<file path="src/dual_issue_pkg.sv">
`default_nettype none

package dual_issue_pkg;

    localparam int XLEN       = 32;
    localparam int REG_ADDR_W = 5;
    localparam int NUM_REGS   = 32;

    typedef logic [XLEN-1:0]       word_t;
    typedef logic [REG_ADDR_W-1:0] reg_addr_t;

    // encodings match the hex opcode field of the vector file
    typedef enum logic [3:0] {
        OP_NOP  = 4'h0,
        OP_ADD  = 4'h1,
        OP_SUB  = 4'h2,
        OP_AND  = 4'h3,
        OP_OR   = 4'h4,
        OP_XOR  = 4'h5,
        OP_SLL  = 4'h6,
        OP_SRL  = 4'h7,
        // signed compare, result 1 or 0
        OP_SLT  = 4'h8,
        OP_ADDI = 4'h9,
        OP_LUI  = 4'ha
    } opcode_e;

    // held pair status in the issue stage
    typedef enum logic [1:0] {
        ISSUE_EMPTY  = 2'd0,
        ISSUE_PAIR   = 2'd1,
        ISSUE_SECOND = 2'd2
    } issue_state_e;

endpackage

`default_nettype wire
</file>
<file path="src/dual_issue_core.sv">
`timescale 1ns/1ps
`default_nettype none

module dual_issue_core #(
    parameter int NUM_LANES = 2
) (
    input  wire                                             aclk,
    input  wire                                             aresetn,
    input  wire                                             i_in_valid,
    input  wire  [NUM_LANES-1:0]                            i_slot_en,
    input  wire  dual_issue_pkg::opcode_e   [NUM_LANES-1:0] i_slot_op,
    input  wire  dual_issue_pkg::reg_addr_t [NUM_LANES-1:0] i_slot_rd,
    input  wire  dual_issue_pkg::reg_addr_t [NUM_LANES-1:0] i_slot_rj,
    input  wire  dual_issue_pkg::reg_addr_t [NUM_LANES-1:0] i_slot_rk,
    input  wire  dual_issue_pkg::word_t     [NUM_LANES-1:0] i_slot_imm,
    output logic                                            o_in_ready,
    output logic [NUM_LANES-1:0]                            o_wb_valid,
    output dual_issue_pkg::reg_addr_t       [NUM_LANES-1:0] o_wb_rd,
    output dual_issue_pkg::word_t           [NUM_LANES-1:0] o_wb_data
);
    import dual_issue_pkg::*;

    wire [NUM_LANES-1:0]            issue_valid;
    wire opcode_e   [NUM_LANES-1:0] issue_op;
    wire reg_addr_t [NUM_LANES-1:0] issue_rd;
    wire reg_addr_t [NUM_LANES-1:0] issue_rj;
    wire reg_addr_t [NUM_LANES-1:0] issue_rk;
    wire word_t     [NUM_LANES-1:0] issue_imm;

    wire [NUM_LANES-1:0]            rd_valid;
    wire opcode_e   [NUM_LANES-1:0] rd_op;
    wire reg_addr_t [NUM_LANES-1:0] rd_dst;
    wire word_t     [NUM_LANES-1:0] operand_j;
    wire word_t     [NUM_LANES-1:0] operand_k;
    wire word_t     [NUM_LANES-1:0] rd_imm;

    wire [NUM_LANES-1:0]            ex_valid;
    wire reg_addr_t [NUM_LANES-1:0] ex_rd;
    wire word_t     [NUM_LANES-1:0] ex_data;

    wire [NUM_LANES-1:0]            wr_en;
    wire reg_addr_t [NUM_LANES-1:0] wr_addr;
    wire word_t     [NUM_LANES-1:0] wr_data;
    wire [NUM_LANES-1:0]            release_en;
    wire reg_addr_t [NUM_LANES-1:0] release_addr;

    issue_stage #(
        .NUM_LANES (NUM_LANES)
    ) u_issue (
        .aclk           (aclk),
        .aresetn        (aresetn),
        .i_in_valid     (i_in_valid),
        .i_slot_en      (i_slot_en),
        .i_slot_op      (i_slot_op),
        .i_slot_rd      (i_slot_rd),
        .i_slot_rj      (i_slot_rj),
        .i_slot_rk      (i_slot_rk),
        .i_slot_imm     (i_slot_imm),
        .i_release_en   (release_en),
        .i_release_addr (release_addr),
        .o_in_ready     (o_in_ready),
        .o_issue_valid  (issue_valid),
        .o_issue_op     (issue_op),
        .o_issue_rd     (issue_rd),
        .o_issue_rj     (issue_rj),
        .o_issue_rk     (issue_rk),
        .o_issue_imm    (issue_imm)
    );

    register_file #(
        .NUM_LANES (NUM_LANES)
    ) u_regfile (
        .aclk          (aclk),
        .aresetn       (aresetn),
        .i_issue_valid (issue_valid),
        .i_issue_op    (issue_op),
        .i_issue_rd    (issue_rd),
        .i_issue_rj    (issue_rj),
        .i_issue_rk    (issue_rk),
        .i_issue_imm   (issue_imm),
        .i_wr_en       (wr_en),
        .i_wr_addr     (wr_addr),
        .i_wr_data     (wr_data),
        .o_rd_valid    (rd_valid),
        .o_rd_op       (rd_op),
        .o_rd_dst      (rd_dst),
        .o_operand_j   (operand_j),
        .o_operand_k   (operand_k),
        .o_rd_imm      (rd_imm)
    );

    // one lane per issue slot
    for (genvar l = 0; l < NUM_LANES; l++) begin : g_lane
        alu_lane u_lane (
            .aclk        (aclk),
            .aresetn     (aresetn),
            .i_valid     (rd_valid[l]),
            .i_op        (rd_op[l]),
            .i_dst       (rd_dst[l]),
            .i_operand_j (operand_j[l]),
            .i_operand_k (operand_k[l]),
            .i_imm       (rd_imm[l]),
            .o_valid     (ex_valid[l]),
            .o_rd        (ex_rd[l]),
            .o_data      (ex_data[l])
        );
    end

    writeback #(
        .NUM_LANES (NUM_LANES)
    ) u_writeback (
        .i_ex_valid     (ex_valid),
        .i_ex_rd        (ex_rd),
        .i_ex_data      (ex_data),
        .o_wr_en        (wr_en),
        .o_wr_addr      (wr_addr),
        .o_wr_data      (wr_data),
        .o_release_en   (release_en),
        .o_release_addr (release_addr),
        .o_wb_valid     (o_wb_valid),
        .o_wb_rd        (o_wb_rd),
        .o_wb_data      (o_wb_data)
    );

endmodule

`default_nettype wire

</file>
<file path="src/writeback.sv">
`timescale 1ns/1ps
`default_nettype none

module writeback #(
    parameter int NUM_LANES = 2
) (
    input  wire  [NUM_LANES-1:0]                            i_ex_valid,
    input  wire  dual_issue_pkg::reg_addr_t [NUM_LANES-1:0] i_ex_rd,
    input  wire  dual_issue_pkg::word_t     [NUM_LANES-1:0] i_ex_data,
    output logic [NUM_LANES-1:0]                            o_wr_en,
    output dual_issue_pkg::reg_addr_t       [NUM_LANES-1:0] o_wr_addr,
    output dual_issue_pkg::word_t           [NUM_LANES-1:0] o_wr_data,
    output logic [NUM_LANES-1:0]                            o_release_en,
    output dual_issue_pkg::reg_addr_t       [NUM_LANES-1:0] o_release_addr,
    output logic [NUM_LANES-1:0]                            o_wb_valid,
    output dual_issue_pkg::reg_addr_t       [NUM_LANES-1:0] o_wb_rd,
    output dual_issue_pkg::word_t           [NUM_LANES-1:0] o_wb_data
);
    import dual_issue_pkg::*;

    logic [NUM_LANES-1:0] keep;

    // results aimed at r0 are dropped here, never written or traced
    always_comb begin
        for (int l = 0; l < NUM_LANES; l++) begin
            keep[l]           = i_ex_valid[l] && (i_ex_rd[l] != '0);
            o_wr_en[l]        = keep[l];
            o_wr_addr[l]      = i_ex_rd[l];
            o_wr_data[l]      = i_ex_data[l];
            o_release_en[l]   = keep[l];
            o_release_addr[l] = i_ex_rd[l];
            o_wb_valid[l]     = keep[l];
            o_wb_rd[l]        = i_ex_rd[l];
            o_wb_data[l]      = i_ex_data[l];
        end
    end

endmodule

`default_nettype wire

</file>
<file path="src/issue_stage.sv">
`timescale 1ns/1ps
`default_nettype none

module issue_stage #(
    parameter int NUM_LANES = 2
) (
    input  wire                                             aclk,
    input  wire                                             aresetn,
    input  wire                                             i_in_valid,
    input  wire  [NUM_LANES-1:0]                            i_slot_en,
    input  wire  dual_issue_pkg::opcode_e   [NUM_LANES-1:0] i_slot_op,
    input  wire  dual_issue_pkg::reg_addr_t [NUM_LANES-1:0] i_slot_rd,
    input  wire  dual_issue_pkg::reg_addr_t [NUM_LANES-1:0] i_slot_rj,
    input  wire  dual_issue_pkg::reg_addr_t [NUM_LANES-1:0] i_slot_rk,
    input  wire  dual_issue_pkg::word_t     [NUM_LANES-1:0] i_slot_imm,
    input  wire  [NUM_LANES-1:0]                            i_release_en,
    input  wire  dual_issue_pkg::reg_addr_t [NUM_LANES-1:0] i_release_addr,
    output logic                                            o_in_ready,
    output logic [NUM_LANES-1:0]                            o_issue_valid,
    output dual_issue_pkg::opcode_e         [NUM_LANES-1:0] o_issue_op,
    output dual_issue_pkg::reg_addr_t       [NUM_LANES-1:0] o_issue_rd,
    output dual_issue_pkg::reg_addr_t       [NUM_LANES-1:0] o_issue_rj,
    output dual_issue_pkg::reg_addr_t       [NUM_LANES-1:0] o_issue_rk,
    output dual_issue_pkg::word_t           [NUM_LANES-1:0] o_issue_imm
);
    import dual_issue_pkg::*;

    issue_state_e              state;
    logic [NUM_LANES-1:0]      pend;
    opcode_e   [NUM_LANES-1:0] held_op;
    reg_addr_t [NUM_LANES-1:0] held_rd;
    reg_addr_t [NUM_LANES-1:0] held_rj;
    reg_addr_t [NUM_LANES-1:0] held_rk;
    word_t     [NUM_LANES-1:0] held_imm;
    logic [NUM_REGS-1:0]       busy;
    logic [NUM_REGS-1:0]       set_mask;
    logic [NUM_REGS-1:0]       clr_mask;
    logic [NUM_LANES-1:0]      uses_j;
    logic [NUM_LANES-1:0]      uses_k;
    logic [NUM_LANES-1:0]      writes;
    logic [NUM_LANES-1:0]      go;
    logic                      accept;

    function automatic logic reads_j(opcode_e op);
        return !(op inside {OP_NOP, OP_LUI});
    endfunction

    function automatic logic reads_k(opcode_e op);
        return !(op inside {OP_NOP, OP_LUI, OP_ADDI});
    endfunction

    always_comb begin
        for (int i = 0; i < NUM_LANES; i++) begin
            uses_j[i] = reads_j(held_op[i]);
            uses_k[i] = reads_k(held_op[i]);
            writes[i] = (held_op[i] != OP_NOP) && (held_rd[i] != '0);
        end
    end

    // longest ready prefix of the slots still waiting
    always_comb begin
        logic ok;
        go = '0;
        for (int i = 0; i < NUM_LANES; i++) begin
            ok = pend[i];
            if (uses_j[i] && busy[held_rj[i]]) ok = 1'b0;
            if (uses_k[i] && busy[held_rk[i]]) ok = 1'b0;
            if (writes[i] && busy[held_rd[i]]) ok = 1'b0;
            for (int j = 0; j < i; j++) begin
                if (pend[j] && !go[j]) ok = 1'b0;
                // raw or waw against an older slot going in the same cycle
                if (go[j] && writes[j]) begin
                    if (uses_j[i] && held_rj[i] == held_rd[j]) ok = 1'b0;
                    if (uses_k[i] && held_rk[i] == held_rd[j]) ok = 1'b0;
                    if (writes[i] && held_rd[i] == held_rd[j]) ok = 1'b0;
                end
            end
            go[i] = ok;
        end
    end

    always_comb begin
        set_mask = '0;
        clr_mask = '0;
        for (int i = 0; i < NUM_LANES; i++) begin
            if (go[i] && writes[i]) set_mask[held_rd[i]] = 1'b1;
            if (i_release_en[i]) clr_mask[i_release_addr[i]] = 1'b1;
        end
    end

    assign o_in_ready = (state == ISSUE_EMPTY) || ((pend & ~go) == '0);
    assign accept     = i_in_valid && o_in_ready;

    always_ff @(posedge aclk) begin
        if (!aresetn) begin
            state         <= ISSUE_EMPTY;
            pend          <= '0;
            busy          <= '0;
            o_issue_valid <= '0;
        end else begin
            busy          <= (busy & ~clr_mask) | set_mask;
            o_issue_valid <= go;
            if (accept) begin
                pend  <= i_slot_en;
                state <= (i_slot_en == '0) ? ISSUE_EMPTY : ISSUE_PAIR;
            end else begin
                pend <= pend & ~go;
                case (state)
                    ISSUE_PAIR, ISSUE_SECOND: begin
                        if ((pend & ~go) == '0) begin
                            state <= ISSUE_EMPTY;
                        end else if (go != '0) begin
                            state <= ISSUE_SECOND;
                        end
                    end
                    default: state <= ISSUE_EMPTY;
                endcase
            end
        end
    end

    always_ff @(posedge aclk) begin
        if (accept) begin
            held_op  <= i_slot_op;
            held_rd  <= i_slot_rd;
            held_rj  <= i_slot_rj;
            held_rk  <= i_slot_rk;
            held_imm <= i_slot_imm;
        end
        for (int i = 0; i < NUM_LANES; i++) begin
            if (go[i]) begin
                o_issue_op[i]  <= held_op[i];
                o_issue_rd[i]  <= held_rd[i];
                o_issue_rj[i]  <= held_rj[i];
                o_issue_rk[i]  <= held_rk[i];
                o_issue_imm[i] <= held_imm[i];
            end
        end
    end

    // no source may name a writer still in the operand or lane stage
    for (genvar l = 0; l < NUM_LANES; l++) begin : g_chk
        for (genvar m = 0; m < NUM_LANES; m++) begin : g_old
            for (genvar d = 1; d <= 2; d++) begin : g_dly
                a_no_busy_read: assert property (@(posedge aclk) disable iff (!aresetn)
                    o_issue_valid[l] && $past(o_issue_valid[m], d) &&
                    ($past(o_issue_op[m], d) != OP_NOP) &&
                    ($past(o_issue_rd[m], d) != '0)
                    |-> !(reads_j(o_issue_op[l]) &&
                          (o_issue_rj[l] == $past(o_issue_rd[m], d))) &&
                        !(reads_k(o_issue_op[l]) &&
                          (o_issue_rk[l] == $past(o_issue_rd[m], d))));
            end
        end
    end

endmodule

`default_nettype wire

</file>
<file path="src/register_file.sv">
`timescale 1ns/1ps
`default_nettype none

module register_file #(
    parameter int NUM_LANES = 2
) (
    input  wire                                             aclk,
    input  wire                                             aresetn,
    input  wire  [NUM_LANES-1:0]                            i_issue_valid,
    input  wire  dual_issue_pkg::opcode_e   [NUM_LANES-1:0] i_issue_op,
    input  wire  dual_issue_pkg::reg_addr_t [NUM_LANES-1:0] i_issue_rd,
    input  wire  dual_issue_pkg::reg_addr_t [NUM_LANES-1:0] i_issue_rj,
    input  wire  dual_issue_pkg::reg_addr_t [NUM_LANES-1:0] i_issue_rk,
    input  wire  dual_issue_pkg::word_t     [NUM_LANES-1:0] i_issue_imm,
    input  wire  [NUM_LANES-1:0]                            i_wr_en,
    input  wire  dual_issue_pkg::reg_addr_t [NUM_LANES-1:0] i_wr_addr,
    input  wire  dual_issue_pkg::word_t     [NUM_LANES-1:0] i_wr_data,
    output logic [NUM_LANES-1:0]                            o_rd_valid,
    output dual_issue_pkg::opcode_e         [NUM_LANES-1:0] o_rd_op,
    output dual_issue_pkg::reg_addr_t       [NUM_LANES-1:0] o_rd_dst,
    output dual_issue_pkg::word_t           [NUM_LANES-1:0] o_operand_j,
    output dual_issue_pkg::word_t           [NUM_LANES-1:0] o_operand_k,
    output dual_issue_pkg::word_t           [NUM_LANES-1:0] o_rd_imm
);
    import dual_issue_pkg::*;

    word_t regs [NUM_REGS];

    // r0 is never written so it keeps its reset value of zero
    always_ff @(posedge aclk) begin
        if (!aresetn) begin
            for (int r = 0; r < NUM_REGS; r++) begin
                regs[r] <= '0;
            end
        end else begin
            for (int w = 0; w < NUM_LANES; w++) begin
                if (i_wr_en[w] && (i_wr_addr[w] != '0)) begin
                    regs[i_wr_addr[w]] <= i_wr_data[w];
                end
            end
        end
    end

    always_ff @(posedge aclk) begin
        if (!aresetn) begin
            o_rd_valid <= '0;
        end else begin
            o_rd_valid <= i_issue_valid;
        end
    end

    // operand stage, two reads per lane
    always_ff @(posedge aclk) begin
        for (int l = 0; l < NUM_LANES; l++) begin
            o_rd_op[l]     <= i_issue_op[l];
            o_rd_dst[l]    <= i_issue_rd[l];
            o_operand_j[l] <= regs[i_issue_rj[l]];
            o_operand_k[l] <= regs[i_issue_rk[l]];
            o_rd_imm[l]    <= i_issue_imm[l];
        end
    end

    // the scoreboard keeps two writes to one register out of the same cycle
    for (genvar a = 0; a < NUM_LANES; a++) begin : g_wr_chk
        for (genvar b = a + 1; b < NUM_LANES; b++) begin : g_pair
            a_wr_unique: assert property (@(posedge aclk) disable iff (!aresetn)
                !(i_wr_en[a] && i_wr_en[b] && (i_wr_addr[a] == i_wr_addr[b])));
        end
    end

endmodule

`default_nettype wire

</file>
<file path="src/alu_lane.sv">
`timescale 1ns/1ps
`default_nettype none

module alu_lane (
    input  wire                        aclk,
    input  wire                        aresetn,
    input  wire                        i_valid,
    input  wire dual_issue_pkg::opcode_e   i_op,
    input  wire dual_issue_pkg::reg_addr_t i_dst,
    input  wire dual_issue_pkg::word_t     i_operand_j,
    input  wire dual_issue_pkg::word_t     i_operand_k,
    input  wire dual_issue_pkg::word_t     i_imm,
    output logic                       o_valid,
    output dual_issue_pkg::reg_addr_t  o_rd,
    output dual_issue_pkg::word_t      o_data
);
    import dual_issue_pkg::*;

    word_t      result;
    logic [4:0] shamt;
    logic       less;

    // shifts only look at the low 5 bits of rk
    assign shamt = i_operand_k[4:0];
    assign less  = $signed(i_operand_j) < $signed(i_operand_k);

    always_comb begin
        case (i_op)
            OP_ADD:  result = i_operand_j + i_operand_k;
            OP_SUB:  result = i_operand_j - i_operand_k;
            OP_AND:  result = i_operand_j & i_operand_k;
            OP_OR:   result = i_operand_j | i_operand_k;
            OP_XOR:  result = i_operand_j ^ i_operand_k;
            OP_SLL:  result = i_operand_j << shamt;
            OP_SRL:  result = i_operand_j >> shamt;
            OP_SLT:  result = {{(XLEN-1){1'b0}}, less};
            OP_ADDI: result = i_operand_j + i_imm;
            OP_LUI:  result = i_imm << 12;
            default: result = '0;
        endcase
    end

    // a nop retires nothing
    always_ff @(posedge aclk) begin
        if (!aresetn) begin
            o_valid <= 1'b0;
        end else begin
            o_valid <= i_valid && (i_op != OP_NOP);
        end
    end

    always_ff @(posedge aclk) begin
        o_rd   <= i_dst;
        o_data <= result;
    end

endmodule

`default_nettype wire

</file>
<file path="config.mk">
export PLATFORM = sky130hd
export DESIGN_NAME = dual_issue_core
export DESIGN_NICKNAME = d
export VERILOG_FILES = /design/src/dual_issue_pkg.sv /design/src/dual_issue_core.sv /design/src/writeback.sv /design/src/issue_stage.sv /design/src/register_file.sv /design/src/alu_lane.sv
export SDC_FILE = /design/constraint.sdc
export NUM_CORES = 2
export LEC_CHECK = 0
export ABC_CLOCK_PERIOD_IN_PS = 12000
export BUFFER_PORTS_ARGS = -buffer_cell sky130_fd_sc_hd__buf_4
export CORE_ASPECT_RATIO = 1.4
export CORE_UTILIZATION = 30
export CTS_BUF_LIST = sky130_fd_sc_hd__clkbuf_4
export CTS_CLUSTER_SIZE = 8
export DETAILED_ROUTE_END_ITERATION = 10
export PLACE_DENSITY = 0.54
export SYNTH_ARGS = -nofsm -noshare
export SYNTH_HDL_FRONTEND = slang
export SYNTH_SLANG_ARGS = --single-unit
</file>
<file path="constraint.sdc">
create_clock -name aclk -period 12 [get_ports aclk]
set_input_delay 1.2 -clock aclk [delete_from_list [all_inputs] [get_ports aclk]]
set_output_delay 1.2 -clock aclk [all_outputs]
set_load 0.03 [all_outputs]
</file>
==> flow_summary.yaml <==
pwr:
  power.share.switching: 0.348
  power.leakage_nw: 42.1
  power.total_mw: 15.0
  pwr-share-comb: 0.233
  ir_drop_mv: 0.0872
  seq_power_share: 0.430
  power.switching_mw: 5.22
  power.internal_mw: 9.79
  cellPowerDensity_nw_per_um2: 125
  power_frac_clock: 0.338
placement:
  place_congestion: 0.997
  buffer_ports.inserted: 183
  placement.cell_area_um2: 113000
  pre_cts_ws_ns: 6.43
  dp.final_hpwl_mm: 330
synthesis:
  synth_simple_gate_area_frac: 0.0469
  synth_warnings: 0
  yosys_register_bits: 1554
  proportion_of_register_bits_with_asynchronous_set_or_reset_after_synthesis: 0
  unique_cell_type_count_in_the_yosys_netlist: 86
  netlist_area_um2: 106000
  share_of_synthesized_area_occupied_by_flip_flops_and_latches: 0.409
  synth_cells: 7764
  synth_enable_flop_cells: 1228
  post_synth_fa_ha_maj_area_fraction: 0.0312
  dominant_combinational_cell_family_by_area_after_synthesis: "multiplexers"
  syn_avg_cell_area_um2: 13.7
  synth-xor-area-share: 0.00842
  synth_mux_area_frac: 0.322
  synth_compound_gate_area_share: 0.143
  synthFlopType: "sky130_fd_sc_hd__edfxtp_1"
sta:
  maxSlewViolCount: 0
  timing.fmax_mhz: 170
  setup_viol: 0
  hold_viol_final: 0
  final_sum_of_negative_setup_slack_ns: 0
  fin_ws_ns: 6.11
  share_of_the_clock_period_used_by_the_worst_path: 0.491
  setup_repair_after_global_routing_missed_its_margin: "false"
  post-route-min-period_ns: 5.89
  worstMarginPinSlew_ns: 1.47
  skew_ns: 0.215
  timing.max_slew.rel_slack: 0.0129
cts:
  cts_buffers: 409
  total_of_cells_resized_after_clock_tree_synthesis: 0
  cts_max_path_buffers: 4
  count_of_buffers_added_by_post_cts_timing_repair_for_setup: 0
  clock_tree.htree_level_count: 5
  numClockSinks: 1554
  clockRootBuffer: "sky130_fd_sc_hd__clkbuf_4"
  clock_insertion_delay_worst_skew_ns: 1.51
  clk_transition_reported_paths_ns: 0.07
  cts_hold_buf: 108
  tritoncts: "built"
hold_path:
  hold-path-cell-count: 0
  worst_hold_path_type: "flip-flop to flip-flop"
  hold_end: "g_lane[0].u_lane.o_rd[0]$_DFF_P_"
  holdCritStartpoint: "u_regfile.o_rd_dst[0]$_DFF_P_"
floorplanning:
  die_width_um: 505
  die_h_um: 706
  start_util: 0.301
  io-pin-count: 184
  row_count: 258
  design.core.area_um2: 352000
  fp.dieArea_um2: 356000
setup_path:
  worst_endpoint_data_arrival_time_ns: 4.69
  setup.reg_to_reg.worst_slack_ns: 6.26
  r2r-start: "u_regfile.o_rd_op[1]$_DFF_P_"
  worst-endpoint-required_ns: 10.80
  critical_path.startpoint_type: "flip-flop"
  critical_path_class: "flip-flop to output pin"
  crit-reg2reg-capture: "g_lane[0].u_lane.o_data[31]$_DFF_P_"
  worstSetupStartpoint: "u_issue.held_rj[5]$_DFFE_PP_"
  critical_path_capture_point_type: "output pin"
  crit_path_max_fanout: 10
  r2r.worst_path.cells: 16
route:
  vias: 86500
  pre_antenna_drt_iters: 9
  drc: 0
  detail_route.iter0.violations: 13600
  via_density: 6.66
  post_drt_wl_per_cell_um: 41.0
  final_antenna_net_count: 0
  route.final.wire_length_mm: 532
layout:
  finish.net_count: 8282
  areaGrowthSynthToFinish_pct: 13.1
  ratio_of_cells_with_drive_above_1_in_the_final_layout: 0.337
  fin_util: 0.341
  commonest_cells_after_routing_fill_and_taps_aside: "sky130_fd_sc_hd__mux4_2 (1357), sky130_fd_sc_hd__edfxtp_1 (1228), sky130_fd_sc_hd__a22o_1 (995)"
  layout.cell_area.non_filler_um2: 120000
  final_common_cell: "sky130_fd_sc_hd__mux4_2"
global_route:
  grt_max_degree: 119
  global_route.usage.total: 0.290
  first_global_vias: 84900
  grt_antenna_before_repair: 67
  grt_overflow_total: 0
  grt_first_pass_wirelength_mm: 713
outcome:
  status: "finished, violations left"
  violations: "max-capacitance violations"
run:
  timing.max_cap.violations: 1
-- worst max-delay path, cell delays in order, from the launching register on --
cell and delay, ns:
sky130_fd_sc_hd__edfxtp_1 0.75, sky130_fd_sc_hd__mux4_2 0.60, sky130_fd_sc_hd__mux4_2 0.47, sky130_fd_sc_hd__mux2i_1 0.23
sky130_fd_sc_hd__o22ai_1 0.19, sky130_fd_sc_hd__a311oi_2 0.34, sky130_fd_sc_hd__nand2b_1 0.17, sky130_fd_sc_hd__and2_1 0.16
sky130_fd_sc_hd__nor2_1 0.10, sky130_fd_sc_hd__inv_1 0.07, sky130_fd_sc_hd__buf_4 0.16
-- power groups by stage --
stage                     clock network (mW)  registers [mW]  logic (mW)
after floorplan                            0            6.41        2.04
after global placement                     0            6.53        3.34
after detailed placement                   0            6.55        3.35
after CTS                               5.14            6.43        3.40
after global routing                    5.35            6.47        3.60
final                                   5.07            6.45        3.49
-- stage by stage --
stage	instances	hold WS (ns)
floorplan	7795	0.310
finish	13000	0.285
global placement	12100	0.311
global route	13000	0.279
detailed placement	12100	0.314
CTS	12900	0.163
-- kinds of logic (layout without fill, tap and decap cells) --
kind of cell | Yosys count | after routing
AO/OA/AOI/OAI | 2008 | 2008
XOR/XNOR | 102 | 102
adder cells (fa/ha/maj) | 262 | 262
buffers and inverters | 1079 | 1532
flip-flops | 1554 | 1554
multiplexers | 1700 | 1700
other | 1 | 97
AND/OR/NAND/NOR | 1058 | 1058
-- registers in the layout, summed over array words and instances (netlist names), 10 cells and up --
name	flops
u_regfile.regs	1024
g_lane.u_lane.o_data	64
u_issue.held_imm	64
u_issue.o_issue_imm	64
u_regfile.o_operand_j	64
u_regfile.o_operand_k	64
u_regfile.o_rd_imm	64
u_issue.busy	32
g_lane.u_lane.o_rd	10
u_issue.held_rd	10
u_issue.held_rj	10
u_issue.held_rk	10
u_issue.o_issue_rd	10
u_issue.o_issue_rj	10
u_issue.o_issue_rk	10
u_regfile.o_rd_dst	10
-- cell type report --
class	count	area (um2)
sequential	1554	43400
antenna	65	163
clock inverter	155	940
inverter	205	771
multi-input combinational	5162	59600
tap	4680	5860
timing repair buffer	581	4760
clock buffer	591	4440
fill	34300	232000
-- worst max path at each step --
stage | slack (ns) | depth (start not counted) | endpoint
finish | 6.11 | 10 | o_in_ready
global route | 5.88 | 10 | o_in_ready
CTS | 5.96 | 10 | o_in_ready
detailed placement | 6.43 | 11 | u_issue.held_imm[31]$_DFFE_PP_
global placement | 6.50 | 16 | g_lane[0].u_lane.o_data[31]$_DFF_P_
floorplan | 4.55 | 11 | u_issue.held_imm[0]$_DFFE_PP_
-- metal layers --
layer	track usage	part of all wire	vias up
met3	0.104	0.13	2217
met1	0.321	0.32	43800
met5	0.00391	0.00057	-
li1	-	-	32800
met2	0.445	0.45	7585
met4	0.242	0.098	44
-- Yosys cell counts (9+ instances only) --
cell type                   number  area, um2
sky130_fd_sc_hd__a22o_1        995       8710
sky130_fd_sc_hd__o21a_1         12       90.1
sky130_fd_sc_hd__nand4_1        40        250
sky130_fd_sc_hd__a211o_1        22        193
sky130_fd_sc_hd__ha_1          258       3230
sky130_fd_sc_hd__a21o_1         26        195
sky130_fd_sc_hd__mux4_2       1357      30600
sky130_fd_sc_hd__o21ai_0       332       1660
sky130_fd_sc_hd__a21oi_1       214       1070
sky130_fd_sc_hd__nand2_1       291       1090
sky130_fd_sc_hd__buf_1         123        462
sky130_fd_sc_hd__and3_1         17        106
sky130_fd_sc_hd__o211ai_1       47        353
sky130_fd_sc_hd__xor2_1         42        368
sky130_fd_sc_hd__a221o_1        17        170
sky130_fd_sc_hd__or2_2           9       56.3
sky130_fd_sc_hd__a31oi_1        27        169
sky130_fd_sc_hd__clkbuf_1      732       2750
sky130_fd_sc_hd__a221oi_1       42        368
sky130_fd_sc_hd__nor3_1         73        365
sky130_fd_sc_hd__a22oi_1        48        360
sky130_fd_sc_hd__xnor2_1        60        526
sky130_fd_sc_hd__o22a_1          9       78.8
sky130_fd_sc_hd__nor4_1         11       68.8
sky130_fd_sc_hd__o2111ai_1      11       96.3
sky130_fd_sc_hd__a211oi_1       43        323
sky130_fd_sc_hd__o31ai_1        14        105
sky130_fd_sc_hd__dfxtp_1       326       6530
sky130_fd_sc_hd__o21bai_1       22        165
sky130_fd_sc_hd__nor2b_1        36        225
sky130_fd_sc_hd__mux2_2        143       1610
sky130_fd_sc_hd__inv_1         199        747
sky130_fd_sc_hd__o221ai_1       43        377
sky130_fd_sc_hd__mux2i_1       200       2000
sky130_fd_sc_hd__nand3_1        98        490
sky130_fd_sc_hd__edfxtp_1     1228      36900
sky130_fd_sc_hd__nor2_1        327       1230
sky130_fd_sc_hd__or3_1          21        131
sky130_fd_sc_hd__nand2b_1       82        513
sky130_fd_sc_hd__o22ai_1        20        125
sky130_fd_sc_hd__and2_1         17        106
sky130_fd_sc_hd__buf_2          14       70.1
No activity file was read; power rests on OpenSTA's default activity.
